<file path="src/verilog/apb_regs_pkg.sv">
/*
 * APB register interface definitions
 *  - address and data widths
 *  - request and response structs
 *  - register offset map
 */

package apb_regs_pkg;

	localparam int APB_ADDR_W = 8;
	localparam int APB_DATA_W = 32;

	// Master to slave signals
	typedef struct packed {
		logic                    psel;
		logic                    penable;
		logic                    pwrite;
		logic [APB_ADDR_W - 1:0] paddr;
		logic [APB_DATA_W - 1:0] pwdata;
	} apb_req_t;

	// Slave to master signals
	typedef struct packed {
		logic [APB_DATA_W - 1:0] prdata;
		logic                    pready;
		logic                    pslverr;
	} apb_rsp_t;

	// Register offsets, decoded without a base address
	typedef enum logic [APB_ADDR_W - 1:0] {
		REG_RESUME      = 8'h00,	// Write 1 sets thread enable
		REG_HALT        = 8'h04,	// Write 1 clears thread enable
		REG_THREAD_EN   = 8'h08,	// Read only
		REG_IRQ_MASK    = 8'h0C,
		REG_IRQ_EDGE    = 8'h10,
		REG_IRQ_LATCHED = 8'h14,	// Read only
		REG_THREAD_PEND = 8'h18 	// Read only
	} csr_offset_e;

endpackage

</file>
<file path="src/verilog/irq_types_pkg.sv">
/*
 * Interrupt dispatch types
 *  - thread and external line counts
 *  - line number and thread number types
 *  - per-line configuration struct (mask and edge select)
 *  - dispatch request struct from the arbiter to the thread slots
 */

package irq_types_pkg;

	// Hardware threads served by the block
	localparam int NUM_THREADS = 4;

	// External interrupt request lines
	localparam int NUM_IRQ_LINES = 8;

	// Index widths derived from the counts
	localparam int IRQ_ID_W = $clog2(NUM_IRQ_LINES);
	localparam int THREAD_IDX_W = $clog2(NUM_THREADS);

	// Line number, also the interrupt id seen by a thread
	typedef logic [IRQ_ID_W - 1:0] irq_id_t;

	// Thread number
	typedef logic [THREAD_IDX_W - 1:0] thread_idx_t;

	// Software configuration of the lines
	// mask: 1 enables the line
	// edge_sel: 1 selects edge mode, 0 selects level mode
	typedef struct packed {
		logic [NUM_IRQ_LINES - 1:0] mask;
		logic [NUM_IRQ_LINES - 1:0] edge_sel;
	} irq_cfg_t;

	// One interrupt handed to one thread
	// Valid for a single cycle, accepted on the next edge
	typedef struct packed {
		logic        valid;
		thread_idx_t thread;
		irq_id_t     id;
	} dispatch_t;

endpackage

</file>
<file path="src/verilog/irq_arbiter.sv">
/*
 * Interrupt arbiter
 *  - fixed priority line select, lowest number first
 *  - level mode lines held back while a thread services them
 *  - round robin choice among enabled idle threads
 */

module irq_arbiter
	import irq_types_pkg::*;
	(
	input                            clk,
	input                            reset,
	input  [NUM_IRQ_LINES - 1:0]     latched,
	input  irq_cfg_t                 irq_cfg,
	input  [NUM_THREADS - 1:0]       thread_en,
	input  [NUM_THREADS - 1:0]       thread_pending,
	input  irq_id_t                  thread_ids[NUM_THREADS],
	output dispatch_t                dispatch
	);

	logic [NUM_IRQ_LINES - 1:0] in_service;
	logic [NUM_IRQ_LINES - 1:0] eligible;
	logic [NUM_THREADS - 1:0] target;
	thread_idx_t last_grant;

	// Lines whose id some thread still holds
	always_comb
	begin
		in_service = '0;
		for (int t = 0; t < NUM_THREADS; t++)
		begin
			if (thread_pending[t])
				in_service[thread_ids[t]] = 1'b1;
		end
	end

	// Edge lines are cleared on dispatch, level lines need the filter
	assign eligible = latched & irq_cfg.mask & ~(~irq_cfg.edge_sel & in_service);

	// Thread is free to take an interrupt
	assign target = thread_en & ~thread_pending;

	always_comb
	begin
		thread_idx_t cand;

		dispatch.valid = (|eligible) && (|target);

		// Downward scan so the lowest line is kept
		dispatch.id = '0;
		for (int i = NUM_IRQ_LINES - 1; i >= 0; i--)
		begin
			if (eligible[i])
				dispatch.id = irq_id_t'(i);
		end

		// Search from the thread after the last grant, with wrap
		// Downward so the nearest candidate is kept
		dispatch.thread = '0;
		for (int k = NUM_THREADS; k >= 1; k--)
		begin
			cand = thread_idx_t'((int'(last_grant) + k) % NUM_THREADS);
			if (target[cand])
				dispatch.thread = cand;
		end
	end

	// Pointer starts at the last thread so thread 0 goes first
	always_ff @(posedge clk, posedge reset)
	begin
		if (reset)
			last_grant <= thread_idx_t'(NUM_THREADS - 1);
		else if (dispatch.valid)
			last_grant <= dispatch.thread;
	end

endmodule

</file>
<file path="src/verilog/irq_csr.sv">
/*
 * Control registers of the interrupt dispatcher
 *  - zero wait state APB slave
 *  - thread enable with resume (set) and halt (clear)
 *  - line mask and edge select registers
 *  - readback of latched requests and pending flags
 *  - processor halt when no thread runs
 */

module irq_csr
	import irq_types_pkg::*, apb_regs_pkg::*;
	(
	input                              clk,
	input                              reset,

	// APB slave port
	input  apb_req_t                   apb_req,
	output apb_rsp_t                   apb_rsp,

	// Status from the datapath
	input  [NUM_IRQ_LINES - 1:0]       latched,
	input  [NUM_THREADS - 1:0]         thread_pending,

	// Configuration to the datapath
	output irq_cfg_t                   irq_cfg,
	output logic [NUM_THREADS - 1:0]   thread_en,
	output logic                       processor_halt
	);

	csr_offset_e offset;
	logic access;
	logic reg_hit;
	logic reg_ro;
	logic wr_en;
	logic [APB_DATA_W - 1:0] rdata;

	// Offset only, placement is up to the interconnect
	assign offset = csr_offset_e'(apb_req.paddr);

	// Access phase of a transfer
	assign access = apb_req.psel && apb_req.penable;

	// Register decode and read multiplexer
	always_comb
	begin
		reg_hit = 1'b1;
		reg_ro = 1'b0;
		rdata = '0;
		case (offset)
			REG_RESUME, REG_HALT:
				rdata[NUM_THREADS - 1:0] = thread_en;

			REG_THREAD_EN:
			begin
				rdata[NUM_THREADS - 1:0] = thread_en;
				reg_ro = 1'b1;
			end

			REG_IRQ_MASK:
				rdata[NUM_IRQ_LINES - 1:0] = irq_cfg.mask;

			REG_IRQ_EDGE:
				rdata[NUM_IRQ_LINES - 1:0] = irq_cfg.edge_sel;

			REG_IRQ_LATCHED:
			begin
				rdata[NUM_IRQ_LINES - 1:0] = latched;
				reg_ro = 1'b1;
			end

			REG_THREAD_PEND:
			begin
				rdata[NUM_THREADS - 1:0] = thread_pending;
				reg_ro = 1'b1;
			end

			default:
				reg_hit = 1'b0;
		endcase
	end

	// Only legal writes change state
	assign wr_en = access && apb_req.pwrite && reg_hit && !reg_ro;

	always_ff @(posedge clk, posedge reset)
	begin
		if (reset)
		begin
			// Thread 0 runs out of reset
			thread_en <= NUM_THREADS'(1);
			irq_cfg <= '0;
		end
		else if (wr_en)
		begin
			case (offset)
				REG_RESUME:
					thread_en <= thread_en | apb_req.pwdata[NUM_THREADS - 1:0];

				REG_HALT:
					thread_en <= thread_en & ~apb_req.pwdata[NUM_THREADS - 1:0];

				REG_IRQ_MASK:
					irq_cfg.mask <= apb_req.pwdata[NUM_IRQ_LINES - 1:0];

				REG_IRQ_EDGE:
					irq_cfg.edge_sel <= apb_req.pwdata[NUM_IRQ_LINES - 1:0];

				default:
					;
			endcase
		end
	end

	// Read data only on reads, zero for unmapped offsets
	assign apb_rsp.prdata = (access && !apb_req.pwrite) ? rdata : '0;
	assign apb_rsp.pready = 1'b1;

	// Unmapped offset, or write to a read-only register
	assign apb_rsp.pslverr = access && (!reg_hit || (apb_req.pwrite && reg_ro));

	// Halt the core once every thread is stopped
	assign processor_halt = thread_en == '0;

endmodule

</file>
<file path="src/verilog/irq_dispatch_top.sv">
/*
 * Interrupt and thread control block
 *  - APB control registers
 *  - external line capture
 *  - line and thread arbiter
 *  - per thread pending slots
 */

module irq_dispatch_top
	import irq_types_pkg::*, apb_regs_pkg::*;
	(
	input                            clk,
	input                            reset,

	// Register access
	input  apb_req_t                 apb_req,
	output apb_rsp_t                 apb_rsp,

	// External requests
	input  [NUM_IRQ_LINES - 1:0]     irq_lines,

	// Core side
	input  [NUM_THREADS - 1:0]       irq_ack,
	output [NUM_THREADS - 1:0]       thread_en,
	output [NUM_THREADS - 1:0]       irq_pending,
	output irq_id_t                  irq_id[NUM_THREADS],
	output                           processor_halt
	);

	irq_cfg_t irq_cfg;
	dispatch_t dispatch;
	logic [NUM_IRQ_LINES - 1:0] latched;

	irq_csr i_irq_csr(
		.clk            (clk),
		.reset          (reset),
		.apb_req        (apb_req),
		.apb_rsp        (apb_rsp),
		.latched        (latched),
		.thread_pending (irq_pending),
		.irq_cfg        (irq_cfg),
		.thread_en      (thread_en),
		.processor_halt (processor_halt));

	irq_line_capture i_irq_line_capture(
		.clk       (clk),
		.reset     (reset),
		.irq_lines (irq_lines),
		.irq_cfg   (irq_cfg),
		.dispatch  (dispatch),
		.latched   (latched));

	// Slot ids feed back to the level mode filter
	irq_arbiter i_irq_arbiter(
		.clk            (clk),
		.reset          (reset),
		.latched        (latched),
		.irq_cfg        (irq_cfg),
		.thread_en      (thread_en),
		.thread_pending (irq_pending),
		.thread_ids     (irq_id),
		.dispatch       (dispatch));

	thread_irq_slots i_thread_irq_slots(
		.clk            (clk),
		.reset          (reset),
		.dispatch       (dispatch),
		.irq_ack        (irq_ack),
		.thread_pending (irq_pending),
		.thread_ids     (irq_id));

endmodule

</file>
<file path="src/verilog/irq_line_capture.sv">
/*
 * External interrupt line capture
 *  - two flop synchroniser per line
 *  - rising edge detection on the synchronised level
 *  - edge latch, cleared when its id is dispatched
 *  - level mode follows the synchronised level
 */

module irq_line_capture
	import irq_types_pkg::*;
	(
	input                                clk,
	input                                reset,
	input  [NUM_IRQ_LINES - 1:0]         irq_lines,
	input  irq_cfg_t                     irq_cfg,
	input  dispatch_t                    dispatch,
	output logic [NUM_IRQ_LINES - 1:0]   latched
	);

	logic [NUM_IRQ_LINES - 1:0] sync_meta;
	logic [NUM_IRQ_LINES - 1:0] sync_level;
	logic [NUM_IRQ_LINES - 1:0] level_prev;
	logic [NUM_IRQ_LINES - 1:0] rise;
	logic [NUM_IRQ_LINES - 1:0] taken;
	logic [NUM_IRQ_LINES - 1:0] edge_next;

	// Lines are asynchronous to clk
	always_ff @(posedge clk, posedge reset)
	begin
		if (reset)
		begin
			sync_meta <= '0;
			sync_level <= '0;
			level_prev <= '0;
		end
		else
		begin
			sync_meta <= irq_lines;
			sync_level <= sync_meta;
			level_prev <= sync_level;
		end
	end

	assign rise = sync_level & ~level_prev;

	// One-hot of the line handed out this cycle
	assign taken = dispatch.valid ? (NUM_IRQ_LINES'(1) << dispatch.id) : '0;

	// A new edge wins over the clear of an older one
	assign edge_next = (latched & ~taken) | rise;

	always_ff @(posedge clk, posedge reset)
	begin
		if (reset)
			latched <= '0;
		else
		begin
			// Mode is chosen per line
			latched <= (irq_cfg.edge_sel & edge_next) | (~irq_cfg.edge_sel & sync_level);
		end
	end

endmodule

</file>
<file path="src/verilog/thread_irq_slots.sv">
/*
 * Per thread interrupt slots
 *  - one pending flag per thread, set by dispatch
 *  - interrupt id stored with the flag
 *  - acknowledge from the core clears the flag
 */

module thread_irq_slots
	import irq_types_pkg::*;
	(
	input                              clk,
	input                              reset,
	input  dispatch_t                  dispatch,
	input  [NUM_THREADS - 1:0]         irq_ack,
	output logic [NUM_THREADS - 1:0]   thread_pending,
	output irq_id_t                    thread_ids[NUM_THREADS]
	);

	logic [NUM_THREADS - 1:0] grant;

	// One-hot of the thread receiving an interrupt
	assign grant = dispatch.valid ? (NUM_THREADS'(1) << dispatch.thread) : '0;

	genvar t;
	generate
		for (t = 0; t < NUM_THREADS; t++)
		begin : slot_gen
			// Arbiter never targets a pending thread, so set and ack never collide
			always_ff @(posedge clk, posedge reset)
			begin
				if (reset)
					thread_pending[t] <= 1'b0;
				else if (grant[t])
					thread_pending[t] <= 1'b1;
				else if (irq_ack[t])
					thread_pending[t] <= 1'b0;
			end

			// Id only meaningful while pending
			always_ff @(posedge clk)
			begin
				if (grant[t])
					thread_ids[t] <= dispatch.id;
			end
		end
	endgenerate

endmodule
</file>
<file path="config.mk">
export PLATFORM = sky130hd
export DESIGN_NAME = irq_dispatch_top
export DESIGN_NICKNAME = d
export VERILOG_FILES = /design/src/verilog/apb_regs_pkg.sv /design/src/verilog/irq_types_pkg.sv /design/src/verilog/irq_arbiter.sv /design/src/verilog/irq_csr.sv /design/src/verilog/irq_dispatch_top.sv /design/src/verilog/irq_line_capture.sv /design/src/verilog/thread_irq_slots.sv
export SDC_FILE = /design/constraint.sdc
export NUM_CORES = 1
export LEC_CHECK = 0
export BUFFER_PORTS_ARGS = -buffer_cell sky130_fd_sc_hd__buf_4
export CORE_UTILIZATION = 55
export CTS_CLUSTER_DIAMETER = 50
export DETAILED_ROUTE_END_ITERATION = 6
export PLACE_DENSITY = 0.85
export SETUP_SLACK_MARGIN = 0.05
export SLEW_MARGIN = 20
export SYNTH_ARGS = -nofsm -noshare
export SYNTH_HDL_FRONTEND = slang
export SYNTH_HIERARCHICAL = 1
export SYNTH_SLANG_ARGS = --single-unit
</file>
<file path="constraint.sdc">
create_clock -name clk -period 6.8 [get_ports clk]
set_clock_uncertainty 0.2 [all_clocks]
set_input_delay 1.36 -clock clk [delete_from_list [all_inputs] [get_ports clk]]
set_output_delay 1.36 -clock clk [all_outputs]
set_load 0.02 [all_outputs]
</file>
==> flow_summary.toml <==
[run_status]
outcome = "completed"

[synth]
syn_area_per_cell_um2 = 11.38
synth_xor_xnor_area_share_pct = 0
yosys.area_share.adder_pct = 0
syn_area_um2 = 3563
synth_most_common_cell = "dfrtp_1"
ys_ff_latch = 70
synth_top_family_by_area = "simple AND/OR/NAND/NOR gates"
synth_cell_types = 55
synth_commonest_cells = "dfrtp_1, mux2_2, buf_4"
netlist_instances = 313
synth_area_leaders = "dfrtp_1, edfxtp_1, mux2_2"
synth_top_cell_area_share_pct = 38.62
synth_top_cell_by_area = "dfrtp_1"
synth_flop_cell = "dfrtp_1"
synth_edf_count = 12
ys_async_sr_fraction_pct = 82.86
synth_simple_gate_area_share_pct = 17.56
synth.area.mux_share_pct = 9.691
ys_warn_count = 6
synth_compound_area_share_pct = 13.87
ys_seq_area_share_pct = 50.95

[floorplan]
core_um2 = 6096
die_w_um = 82.49
die_h_um = 82.49
rows = 28
pin_count = 112
die_area_um2 = 6805
initial_core_util_pct = 58.46

[placed_design]
gp_congestion = 0.9365
place_area_um2 = 3998
place_ws_ns = 2.050
dp.cells = 444
io_buffer_count = 62
hpwl_um = 5857

[clock_network]
htreeDepth = 3
cts_tree = "done"
post-cts-setup-buffers = 0
cts.sinks = 70
clkTransAtPathRegs_ns = 0.07
root_buffer = "clkbuf_8"
cts_made_buffers = 9
max-clock-path-buffers = 2
cts_resized = 0
clk_latency_ns = 0.35
ctsHoldBuffers = 0

[setup_path]
cp-end-kind = "output port"
crit_path_start_kind = "input port"
crit_path_max_fanout = 13
crit_type = "input port to output port"
arrival_ns = 2.84
required_ns = 5.24

[global_routing]
grt_pass1_wl_um = 12670
antenna_found_initial = 0
grt_usage_pct = 25.91
grt_max_degree = 33
grt_pass1_vias = 2597
overflow = 0

[power_and_ir_drop]
p_leak_nw = 1.900
p_total_mw = 0.9161
power_density_nw_per_um2 = 215.5
ir_drop_v = 0.0001745

[sta]
finalCritPeriodShare_pct = 64.75
layout_setup_ws_ns = 2.397
min_period_ns = 4.403
relSlewSlack_pct = 47.11
finalHoldViolations = 0
worst-slew-pin-transition_ns = 0.7924
rsz0062_at_grt = "false"
slew_violations = 0
tns_ns = 0
fmax_mhz = 227.1
setup_violations = 0

[flow_run]
drv_cap = 0

[min_path]
hold_path_class = "flip-flop to flip-flop"

[layout]
area_growth_pct = 19.31
final_nets = 437
drive_gt1_share_pct = 32.47
final_cell_count_no_fill = 460
diodes = 0
final_cell_area_um2 = 4252

[route]
dr.pass1.iters = 5
num_vias = 2883
drc_errors = 0
ant_nets = 0
wl_per_cell_um = 17.97
wirelength_um = 8265
viasPerCell = 6.267
drt_iter0_drc = 194
[routing by layer]
metal | share of wire (%) | up-vias | global-route usage [%]
met4 | 3.0 | 0 | 14.14
li1 | - | 1273 | -
met5 | 0 | - | 0
met3 | 8.3 | 22 | 6.264
met2 | 49 | 162 | 40.83
met1 | 40 | 1426 | 32.99
[stage by stage]
| step | hold slack, ns | util, % |
|---|---|---|
| 2_1_floorplan | 0.1312 | - |
| 3_3_place_gp | 0.1322 | 65.58 |
| 3_5_place_dp | 0.1410 | 65.58 |
| 4_1_cts | 0.1520 | 69.56 |
| 5_1_grt | 0.1596 | 69.75 |
| 6_report | 0.1491 | 69.75 |
[power by group]
group	switching, mW	internal (mW)
Combinational	0.0416	0.0259
Clock	0.159	0.245
Sequential	0.00756	0.437
Total	0.208	0.708
[worst max-delay path: stages]
cell	delay (ns)
buf_4	0.11
nor3_2	0.61
or3b_1	0.48
nor2_1	0.13
buf_4	0.15
[state kept, by name, indices dropped and copies added (netlist names), named ones only]
| register | flops |
|---|---|
| i_irq_line_capture/sync_meta | 8 |
| i_irq_arbiter/last_grant | 2 |
| i_irq_line_capture/latched | 8 |
| i_thread_irq_slots/thread_pending | 4 |
| i_irq_line_capture/level_prev | 8 |
| i_irq_line_capture/sync_level | 8 |
| i_irq_csr/irq_cfg | 16 |
| i_thread_irq_slots/thread_ids | 12 |
[cells in the final DEF, fill, tap and decap left out, drive strengths merged, types with 3 or more instances in the layout]
| cell | instances |
|---|---|
| dfrtp | 55 |
| o22ai | 5 |
| nor2 | 17 |
| mux2 | 30 |
| nor2b | 9 |
| a21o | 3 |
| nand4bb | 4 |
| and4 | 3 |
| a31oi | 9 |
| a22oi | 5 |
| nand4b | 3 |
| clkbuf | 9 |
| edfxtp | 12 |
| nand3 | 12 |
| conb | 25 |
| and2 | 4 |
| bufinv | 3 |
| and2b | 7 |
| a21oi | 6 |
| dfstp | 3 |
| a32oi | 15 |
| nand4 | 7 |
| buf | 64 |
| clkinv | 3 |
| a32o | 8 |
| nand2 | 22 |
| inv | 14 |
[cell families (layout without fill, tap and decap cells)]
kind of cell | Yosys count | after routing
compound gates | 63 | 63
other cells | 2 | 25
flops | 70 | 70
buf+inv | 44 | 93
mux | 30 | 30
simple gates | 104 | 104
[final timing paths]
kind                                                 startpoint                              endpoint  slack (ns)  depth (start not counted)
max                                                 apb_req[37]                            apb_rsp[9]        2.40                          5
min                             i_irq_line_capture/sync_meta[3]      i_irq_line_capture/sync_level[3]        0.15                          0
max reg2reg                i_thread_irq_slots/thread_pending[0]         i_irq_line_capture/latched[0]        3.70                          7
min reg2reg                     i_irq_line_capture/sync_meta[3]      i_irq_line_capture/sync_level[3]        0.15                          0
max in group asynchronous                                 reset                 i_irq_csr/irq_cfg[11]        4.90                          2
min in group asynchronous                                 reset  i_thread_irq_slots/thread_pending[0]        0.73                          2
[final cells by class]
cell class | instances | area (um^2)
fillers | 447 | 1844
repair buffers | 64 | 480.5
inverters | 13 | 48.80
well taps | 75 | 93.84
clock inverters | 7 | 118.9
multi-input cells | 222 | 1570
flip-flops and latches | 70 | 1815
clock buffers | 9 | 123.9
Note: power is estimated with default switching activity, not from simulation.
